File: config.mk
export PLATFORM = sky130hd
export DESIGN_NAME = packet_switch
export DESIGN_NICKNAME = d
export VERILOG_FILES = /design/src/switch_pkg.sv /design/src/fifo.sv /design/src/fifo_mem.sv /design/src/packet_switch.sv /design/src/rr_arbiter.sv /design/src/wb_switch_regs.sv
export SDC_FILE = /design/constraint.sdc
export NUM_CORES = 1
export LEC_CHECK = 0
export BUFFER_PORTS_ARGS = -buffer_cell sky130_fd_sc_hd__buf_2
export CAP_MARGIN = 10
export CORE_MARGIN = 2
export CORE_UTILIZATION = 56
export CTS_CLUSTER_SIZE = 10
export DETAILED_ROUTE_END_ITERATION = 12
export PLACE_DENSITY_LB_ADDON = 0.12
export SETUP_SLACK_MARGIN = 0.4
export SYNTH_ARGS = -nofsm -noshare
export SYNTH_HDL_FRONTEND = slang
export SYNTH_SLANG_ARGS = --single-unit
File: constraint.sdc
create_clock -name clk -period 3.2 [get_ports clk]
set_clock_uncertainty 0.05 [all_clocks]
set_input_delay 0.64 -clock clk [delete_from_list [all_inputs] [get_ports clk]]
set_output_delay 0.64 -clock clk [all_outputs]
set_load 0.05 [all_outputs]
File: src/switch_pkg.sv
// Packet switch shared definitions
// Flit, FIFO status and Wishbone types, register map and sizes
package switch_pkg;

    // Sizes
    localparam int NUM_PORTS = 4;
    localparam int PORT_W = 2;
    localparam int FIFO_DEPTH = 8;
    localparam int PTR_W = 3;
    localparam int COUNT_W = 4;
    localparam int FLIT_W = 10;
    localparam int PAYLOAD_W = 8;
    localparam int WB_DATA_W = 16;
    localparam int WB_ADDR_W = 2;

    // Reset levels of the FIFO thresholds
    localparam logic [COUNT_W-1:0] AFULL_RESET = 4'd6;
    localparam logic [COUNT_W-1:0] AEMPTY_RESET = 4'd3;

    // Value returned by the identification register
    localparam logic [WB_DATA_W-1:0] WB_ID_VALUE = 16'h5357;

    // Upper bits select the output port
    typedef struct packed {
        logic [PORT_W-1:0]    dest;
        logic [PAYLOAD_W-1:0] payload;
    } flit_t;

    typedef struct packed {
        logic  write;
        flit_t flit;
    } push_t;

    typedef struct packed {
        logic empty;
        logic full;
        logic almost_full;
        logic almost_empty;
        logic pause;
        logic error;
    } fifo_status_t;

    typedef struct packed {
        logic                 cyc;
        logic                 stb;
        logic                 we;
        logic [WB_ADDR_W-1:0] adr;
        logic [WB_DATA_W-1:0] dat;
    } wb_req_t;

    typedef struct packed {
        logic                 ack;
        logic [WB_DATA_W-1:0] dat;
    } wb_rsp_t;

    // Register addresses
    typedef enum logic [WB_ADDR_W-1:0] {
        REG_CTRL   = 2'd0,
        REG_STATUS = 2'd1,
        REG_ERROR  = 2'd2,
        REG_ID     = 2'd3
    } wb_reg_e;

    typedef enum logic {
        ARB_IDLE,
        ARB_MOVE
    } arb_state_e;

endpackage

File: src/fifo.sv
// Eight-entry flit FIFO
// Registered pop data and status flags derived from the fill count
`timescale 1ns/1ns

module fifo (
    input  logic                           clk,
    input  logic                           reset,
    input  logic                           write,
    input  switch_pkg::flit_t              data_in,
    input  logic                           read,
    input  logic [switch_pkg::COUNT_W-1:0] afull_level,
    input  logic [switch_pkg::COUNT_W-1:0] aempty_level,
    output switch_pkg::flit_t              data_out,
    output switch_pkg::fifo_status_t       status
);

    logic [switch_pkg::COUNT_W-1:0] count;
    logic [switch_pkg::PTR_W-1:0]   wr_ptr;
    logic [switch_pkg::PTR_W-1:0]   rd_ptr;
    switch_pkg::flit_t              head;
    logic                           do_write;
    logic                           do_read;

    assign do_write = write && !status.full;
    assign do_read = read && !status.empty;

    fifo_mem u_mem (
        .clk      (clk),
        .write    (do_write),
        .wr_ptr   (wr_ptr),
        .data_in  (data_in),
        .rd_ptr   (rd_ptr),
        .data_out (head)
    );

    // Flags straight from the count
    always_comb begin
        status = '0;
        status.empty = (count == '0);
        status.full = (count == switch_pkg::COUNT_W'(switch_pkg::FIFO_DEPTH));
        status.almost_full = (count >= afull_level);
        status.pause = (count >= afull_level);
        status.almost_empty = (count != '0) && (count <= aempty_level);
        // Overflow or underflow attempt lasting one cycle
        status.error = (write && status.full) || (read && status.empty);
    end

    always_ff @(posedge clk) begin
        if (!reset) begin
            count <= '0;
            wr_ptr <= '0;
            rd_ptr <= '0;
        end else begin
            if (do_write) begin
                wr_ptr <= wr_ptr + 1'b1;
            end
            if (do_read) begin
                rd_ptr <= rd_ptr + 1'b1;
            end
            // Write and read together keep the count
            case ({do_write, do_read})
                2'b10: count <= count + 1'b1;
                2'b01: count <= count - 1'b1;
                default: count <= count;
            endcase
        end
    end

    // Pop data holds until the next accepted read
    always_ff @(posedge clk) begin
        if (!reset) begin
            data_out <= '0;
        end else if (do_read) begin
            data_out <= head;
        end
    end

endmodule

File: src/fifo_mem.sv
// FIFO storage array
// Written at the write pointer, read combinationally at the read pointer
`timescale 1ns/1ns

module fifo_mem (
    input  logic                         clk,
    input  logic                         write,
    input  logic [switch_pkg::PTR_W-1:0] wr_ptr,
    input  switch_pkg::flit_t            data_in,
    input  logic [switch_pkg::PTR_W-1:0] rd_ptr,
    output switch_pkg::flit_t            data_out
);

    switch_pkg::flit_t mem [switch_pkg::FIFO_DEPTH];

    // Caller gates write with not-full
    always_ff @(posedge clk) begin
        if (write) begin
            mem[wr_ptr] <= data_in;
        end
    end

    assign data_out = mem[rd_ptr];

endmodule

File: src/packet_switch.sv
// Four-port packet switch top
// Input FIFOs, round-robin arbiter, output FIFOs and Wishbone registers
`timescale 1ns/1ns

module packet_switch (
    input  logic                             clk,
    input  logic                             reset,
    input  switch_pkg::push_t                push [switch_pkg::NUM_PORTS],
    output logic [switch_pkg::NUM_PORTS-1:0] in_pause,
    input  logic [switch_pkg::NUM_PORTS-1:0] pop_read,
    output switch_pkg::flit_t                pop_data [switch_pkg::NUM_PORTS],
    output logic [switch_pkg::NUM_PORTS-1:0] pop_empty,
    input  switch_pkg::wb_req_t              wb_in,
    output switch_pkg::wb_rsp_t              wb_out
);

    switch_pkg::fifo_status_t         in_status [switch_pkg::NUM_PORTS];
    switch_pkg::fifo_status_t         out_status [switch_pkg::NUM_PORTS];
    switch_pkg::flit_t                in_flit [switch_pkg::NUM_PORTS];
    logic [switch_pkg::NUM_PORTS-1:0] arb_read;
    logic [switch_pkg::NUM_PORTS-1:0] arb_write;
    switch_pkg::flit_t                arb_flit;
    logic                             enable;
    logic [switch_pkg::COUNT_W-1:0]   afull_level;
    logic [switch_pkg::COUNT_W-1:0]   aempty_level;

    for (genvar i = 0; i < switch_pkg::NUM_PORTS; i++) begin : g_port
        fifo u_in_fifo (
            .clk          (clk),
            .reset        (reset),
            .write        (push[i].write),
            .data_in      (push[i].flit),
            .read         (arb_read[i]),
            .afull_level  (afull_level),
            .aempty_level (aempty_level),
            .data_out     (in_flit[i]),
            .status       (in_status[i])
        );

        // All outputs share the arbiter's flit bus
        fifo u_out_fifo (
            .clk          (clk),
            .reset        (reset),
            .write        (arb_write[i]),
            .data_in      (arb_flit),
            .read         (pop_read[i]),
            .afull_level  (afull_level),
            .aempty_level (aempty_level),
            .data_out     (pop_data[i]),
            .status       (out_status[i])
        );

        assign in_pause[i] = in_status[i].pause;
        assign pop_empty[i] = out_status[i].empty;
    end

    rr_arbiter u_arbiter (
        .clk        (clk),
        .reset      (reset),
        .enable     (enable),
        .in_status  (in_status),
        .in_flit    (in_flit),
        .in_read    (arb_read),
        .out_status (out_status),
        .out_write  (arb_write),
        .out_flit   (arb_flit)
    );

    wb_switch_regs u_regs (
        .clk          (clk),
        .reset        (reset),
        .wb_in        (wb_in),
        .wb_out       (wb_out),
        .in_status    (in_status),
        .out_status   (out_status),
        .enable       (enable),
        .afull_level  (afull_level),
        .aempty_level (aempty_level)
    );

endmodule

File: src/rr_arbiter.sv
// Round-robin mover from input FIFOs to output FIFOs
// One flit every two cycles, routed by the flit's dest field
`timescale 1ns/1ns

module rr_arbiter (
    input  logic                             clk,
    input  logic                             reset,
    input  logic                             enable,
    input  switch_pkg::fifo_status_t         in_status [switch_pkg::NUM_PORTS],
    input  switch_pkg::flit_t                in_flit [switch_pkg::NUM_PORTS],
    output logic [switch_pkg::NUM_PORTS-1:0] in_read,
    input  switch_pkg::fifo_status_t         out_status [switch_pkg::NUM_PORTS],
    output logic [switch_pkg::NUM_PORTS-1:0] out_write,
    output switch_pkg::flit_t                out_flit
);

    switch_pkg::arb_state_e          state;
    logic [switch_pkg::PORT_W-1:0]   last_grant;
    logic [switch_pkg::PORT_W-1:0]   grant;
    logic                            grant_valid;
    logic [switch_pkg::NUM_PORTS-1:0] in_ready;
    logic                            out_paused;
    logic                            issue;

    always_comb begin
        out_paused = 1'b0;
        for (int i = 0; i < switch_pkg::NUM_PORTS; i++) begin
            in_ready[i] = !in_status[i].empty;
            out_paused = out_paused | out_status[i].pause;
        end
    end

    // First ready input after the last grant in circular order
    always_comb begin : grant_search
        logic [switch_pkg::PORT_W-1:0] idx;
        grant = last_grant;
        grant_valid = 1'b0;
        for (int k = 1; k <= switch_pkg::NUM_PORTS; k++) begin
            idx = last_grant + switch_pkg::PORT_W'(k);
            if (!grant_valid && in_ready[idx]) begin
                grant = idx;
                grant_valid = 1'b1;
            end
        end
    end

    assign issue = (state == switch_pkg::ARB_IDLE) && enable && !out_paused && grant_valid;

    always_comb begin
        in_read = '0;
        if (issue) begin
            in_read[grant] = 1'b1;
        end
    end

    // Granted FIFO's pop register holds the flit during ARB_MOVE
    assign out_flit = in_flit[last_grant];

    always_comb begin
        out_write = '0;
        if (state == switch_pkg::ARB_MOVE) begin
            out_write[out_flit.dest] = 1'b1;
        end
    end

    always_ff @(posedge clk) begin
        if (!reset) begin
            state <= switch_pkg::ARB_IDLE;
            // Port 0 comes first after reset
            last_grant <= switch_pkg::PORT_W'(switch_pkg::NUM_PORTS - 1);
        end else begin
            unique case (state)
                switch_pkg::ARB_IDLE: begin
                    if (issue) begin
                        last_grant <= grant;
                        state <= switch_pkg::ARB_MOVE;
                    end
                end
                switch_pkg::ARB_MOVE: begin
                    state <= switch_pkg::ARB_IDLE;
                end
            endcase
        end
    end

endmodule

File: src/wb_switch_regs.sv
// Wishbone classic register block
// FIFO levels, forwarding enable, flag status and sticky errors
`timescale 1ns/1ns

module wb_switch_regs (
    input  logic                           clk,
    input  logic                           reset,
    input  switch_pkg::wb_req_t            wb_in,
    output switch_pkg::wb_rsp_t            wb_out,
    input  switch_pkg::fifo_status_t       in_status [switch_pkg::NUM_PORTS],
    input  switch_pkg::fifo_status_t       out_status [switch_pkg::NUM_PORTS],
    output logic                           enable,
    output logic [switch_pkg::COUNT_W-1:0] afull_level,
    output logic [switch_pkg::COUNT_W-1:0] aempty_level
);

    logic                               ack;
    logic [switch_pkg::WB_DATA_W-1:0]   rd_data;
    logic [switch_pkg::WB_DATA_W-1:0]   ctrl_word;
    logic [switch_pkg::WB_DATA_W-1:0]   status_word;
    logic [2*switch_pkg::NUM_PORTS-1:0] err_sticky;
    logic [2*switch_pkg::NUM_PORTS-1:0] err_set;
    logic [2*switch_pkg::NUM_PORTS-1:0] err_clear;
    logic                               access;
    logic                               wr_access;
    switch_pkg::wb_reg_e                reg_sel;

    // New request only while ack is low
    assign access = wb_in.cyc && wb_in.stb && !ack;
    assign wr_access = access && wb_in.we;
    assign reg_sel = switch_pkg::wb_reg_e'(wb_in.adr);

    always_comb begin
        ctrl_word = '0;
        ctrl_word[0] = enable;
        ctrl_word[7:4] = afull_level;
        ctrl_word[11:8] = aempty_level;
    end

    // Inputs in the low nibble of each group, outputs above
    always_comb begin
        for (int i = 0; i < switch_pkg::NUM_PORTS; i++) begin
            status_word[i] = in_status[i].empty;
            status_word[i + switch_pkg::NUM_PORTS] = out_status[i].empty;
            status_word[i + 2*switch_pkg::NUM_PORTS] = in_status[i].full;
            status_word[i + 3*switch_pkg::NUM_PORTS] = out_status[i].full;
            err_set[i] = in_status[i].error;
            err_set[i + switch_pkg::NUM_PORTS] = out_status[i].error;
        end
    end

    // Write one to clear
    assign err_clear = (wr_access && reg_sel == switch_pkg::REG_ERROR)
                       ? wb_in.dat[2*switch_pkg::NUM_PORTS-1:0] : '0;

    always_ff @(posedge clk) begin
        if (!reset) begin
            ack <= 1'b0;
            rd_data <= '0;
            enable <= 1'b1;
            afull_level <= switch_pkg::AFULL_RESET;
            aempty_level <= switch_pkg::AEMPTY_RESET;
            err_sticky <= '0;
        end else begin
            ack <= access;
            // A new error pulse beats a clear
            err_sticky <= (err_sticky & ~err_clear) | err_set;
            if (wr_access && reg_sel == switch_pkg::REG_CTRL) begin
                enable <= wb_in.dat[0];
                afull_level <= wb_in.dat[7:4];
                aempty_level <= wb_in.dat[11:8];
            end
            if (access && !wb_in.we) begin
                unique case (reg_sel)
                    switch_pkg::REG_CTRL:   rd_data <= ctrl_word;
                    switch_pkg::REG_STATUS: rd_data <= status_word;
                    switch_pkg::REG_ERROR:  rd_data <= switch_pkg::WB_DATA_W'(err_sticky);
                    switch_pkg::REG_ID:     rd_data <= switch_pkg::WB_ID_VALUE;
                endcase
            end
        end
    end

    assign wb_out.ack = ack;
    assign wb_out.dat = rd_data;

endmodule
==> out/metrics.cfg <==
[outcome]
status = finished clean

[sta]
setup_viol_count_final = 0
slew_headroom = 0.357
min_period_over_period = 0.974
drv_slew = 0
timing.fmax_mhz = 321
period_needed_ns = 3.12
hold_viol = 0
setup-tns-final_ns = 0
rsz0062_at_grt = true
worstMarginPinSlew_ns = 0.964

[yosys]
synth_top_area_frac = 0.569
avgSynthCellArea_um2 = 16.4
synthTopCellsByArea = edfxtp_1, dfxtp_1, mux4_2, mux2i_1, ha_1
syn_area_mm2 = 0.0338
synth-seq-cells = 837
yosysWarnings = 0
syn_nets = 2207
yosys.area.top_type = edfxtp_1
seq_area_frac_synth = 0.686
synthFlopType = edfxtp_1
async_flop_share = 0
synth_edf_count = 640
ys_types = 54
synthCells = 2056

[route]
num_vias = 18816
wl_per_cell_um = 22.9
route.detailed.drc = 0
ant_nets = 0
drtIter0Drc = 1307
drt_first_pass_iters = 5
routed_wirelength_um = 73900
viasPerCell = 5.84

[worst_setup_path]
timing.rr.end = g_port[1].u_in_fifo.count[3]
crit_required_ns = 3.71
cp-end-kind = register
timing.rr.start = u_regs.afull_level[0]
crit_path_start_kind = register
r2r_cells = 14
worstSetupPathType = reg2reg
worstPathArrival_ns = 3.62
crit_path_max_fanout = 6
r2r_setup_slack_ns = 0.08

[cts]
worstSkewPairLatency_ns = 0.64
clock-sinks = 837
path_clk_slew_ns = 0.06
tritoncts = built
ctsHoldBuffers = 0
htree_levels = 3
cts_buffer_depth = 3
cts_buffers = 95
root_buffer = clkbuf_16

[global_route]
grt_overflow_total = 0
grt_usage = 0.239
antenna_found_initial = 7
grt_pass1_wl_um = 112000
grt_max_degree = 52
grt_pass1_vias = 19124

[floorplan]
floorplan.initialDensity = 0.563
die_h_um = 250
rows = 90
die_area_mm2 = 0.0623
core_area_mm2 = 0.0600
boundaryPins = 136
die_width_um = 250

[min_path]
hp-start = wb_in[8]
hold_class = in2reg
holdPathEnd = u_regs.aempty_level[0]
worstHoldPathCells = 3

[cells_and_area]
syn2layout_area_growth_pct = 18.1
nets = 2515
drive_gt1_frac = 0.301
post-route-util = 0.665

[placed_design]
port_buffers = 131
place_congestion = 0.841
dpl.hpwl_um = 47500

[power]
power_density_mw_per_mm2 = 828
worst_ir_drop_vdd_mv = 0.583
p_leak_nw = 13.5
p_total_mw = 33.0

[run]
drv_cap = 0

Yosys cell counts, types with 4 or more instances:
| cell | number |
|---|---|
| edfxtp_1 | 640 |
| dfxtp_1 | 197 |
| mux4_2 | 170 |
| nor2_1 | 161 |
| mux2i_1 | 102 |
| nand2_1 | 97 |
| a211oi_1 | 81 |
| clkbuf_1 | 76 |
| ha_1 | 72 |
| a21oi_1 | 69 |
| a31oi_1 | 40 |
| nand2b_1 | 40 |
| inv_1 | 38 |
| nor3_1 | 34 |
| xor2_1 | 30 |
| o21ai_0 | 29 |
| buf_2 | 20 |
| xnor2_1 | 16 |
| nand3_1 | 13 |
| a21o_1 | 12 |
| nor2b_1 | 12 |
| nor4_1 | 11 |
| a22oi_1 | 9 |
| or3_1 | 9 |
| fa_1 | 8 |
| and3_1 | 6 |
| buf_1 | 6 |
| nor3b_1 | 6 |
| nand4_1 | 5 |
| buf_6 | 4 |
| mux2_2 | 4 |
| o211ai_1 | 4 |
sequential cells by signal (all words and copies together), names as in the netlist, 8 cells and up:
register	flops
g_port.u_in_fifo.u_mem.mem	320
g_port.u_out_fifo.u_mem.mem	320
g_port.u_in_fifo.data_out	40
g_port.u_out_fifo.data_out	40
g_port.u_in_fifo.count	16
g_port.u_out_fifo.count	16
u_regs.rd_data	16
g_port.u_in_fifo.rd_ptr	12
g_port.u_in_fifo.wr_ptr	12
g_port.u_out_fifo.rd_ptr	12
g_port.u_out_fifo.wr_ptr	12
u_regs.err_sticky	8
where the power goes:
part	internal [mW]	switching [mW]	total, mW	leakage [nW]
Clock	5.64	4.05	9.69	1.32
Combinational	4.06	5.71	9.77	4.75
Sequential	13.0	0.548	13.6	7.46
Total	22.7	10.3	33.0	13.5
metrics by stage:
stage	cell area, µm²	hold WS, ns	cells	setup slack, ns
finish	39900	0.198	3223	0.0835
global route	39900	0.201	3221	-0.0280
CTS	39700	0.157	3208	0.0936
detailed placement	36600	0.395	3013	-0.0692
global placement	36600	0.394	3013	-0.00622
floorplan	34300	0.386	2056	0.0427
layout make-up:
class	count	area [µm²]
multi-input combinational	1071	10600
antenna	5	12.5
clock buffer	161	2670
fill	4118	20100
inverter	38	160
timing repair buffer	321	2200
clock inverter	8	98.8
tap	782	978
sequential	837	23200
worst max-delay path by stage:
stage,slack (ns),endpoint,cells past startpoint,from
after floorplan,0.04,g_port[2].u_in_fifo.count[3],14,g_port[0].u_in_fifo.count[2]
after global placement,-0.006,g_port[1].u_in_fifo.count[3],13,u_regs.afull_level[0]
after detailed placement,-0.07,g_port[1].u_in_fifo.count[3],13,u_regs.afull_level[0]
after CTS,0.09,g_port[3].u_in_fifo.count[3],14,u_regs.afull_level[0]
after global routing,-0.03,g_port[1].u_in_fifo.count[3],14,u_regs.afull_level[0]
final,0.08,g_port[1].u_in_fifo.count[3],14,u_regs.afull_level[0]
cell families (layout without fill, tap and decap cells):
family / count (synthesis) / in the layout / share of synthesized area
DFF: 837 / 837 / 0.686
and+or+nand+nor: 409 / 409 / 0.0572
muxes: 276 / 276 / 0.145
AOI/OAI and AO/OA: 260 / 260 / 0.0497
buffers and inverters: 148 / 528 / 0.0193
adders and majority gates: 80 / 80 / 0.0314
xor gates and xnor gates: 46 / 46 / 0.0119
other: 0 / 5 / 0
critical path: stages, from the launching register on:
cell and delay (ns):
dfxtp_4 0.42, ha_4 0.21, nand2b_4 0.14, a211oi_4 0.21, o22ai_2 0.13, buf_4 0.17
nor4_4 0.23, and3_4 0.27, ha_4 0.16, ha_4 0.19, a21o_2 0.18, a21oi_2 0.12
xnor2_1 0.08, or3_1 0.36, a21oi_2 0.12
routing by layer:
metal	routed length [µm]	up-vias	GRT usage	part of all wire
met5	13	-	0	0.00018
li1	-	8670	-	-
met2	36900	485	0.399	0.50
met4	1910	2	0.0821	0.026
met3	3790	110	0.0389	0.051
met1	31300	9549	0.322	0.42
layout by cell type (no fill, tap or decap), types with 6 or more instances in the layout:
master     Yosys  final
a31oi_1       40     40
nor4_2         1      6
ha_1          72     53
inv_1         38     19
dfxtp_1      197    182
nor2b_1       12      9
buf_2         20    127
a21oi_1       69     54
a21oi_2        0     14
inv_2          0     13
clkbuf_16      0     96
a22oi_1        9      9
xor2_1        30     30
mux4_2       170    170
nand2_1       97     94
edfxtp_1     640    640
mux2i_1      102    102
o21ai_0       29     25
xnor2_1       16     15
dfxtp_4        0      6
nor4_4         3      8
nand3_1       13     13
dfxtp_2        0      9
nand2b_1      40     38
nor2_2         0      8
nor3_2         0      6
nor3_1        34     28
nor2_1       161    153
clkbuf_1      76     63
ha_4           0     19
buf_4          2    178
a211oi_1      81     79
buf_6          4     11
a21o_1        12     12
or3_1          9      9
repair_timing:
item	in CTS	in global routing
setup buffers	26	10
setup endpoints to repair	30	83
resized for setup	49	36
pin swaps	14	12
Power figures use the tool's default switching activity.
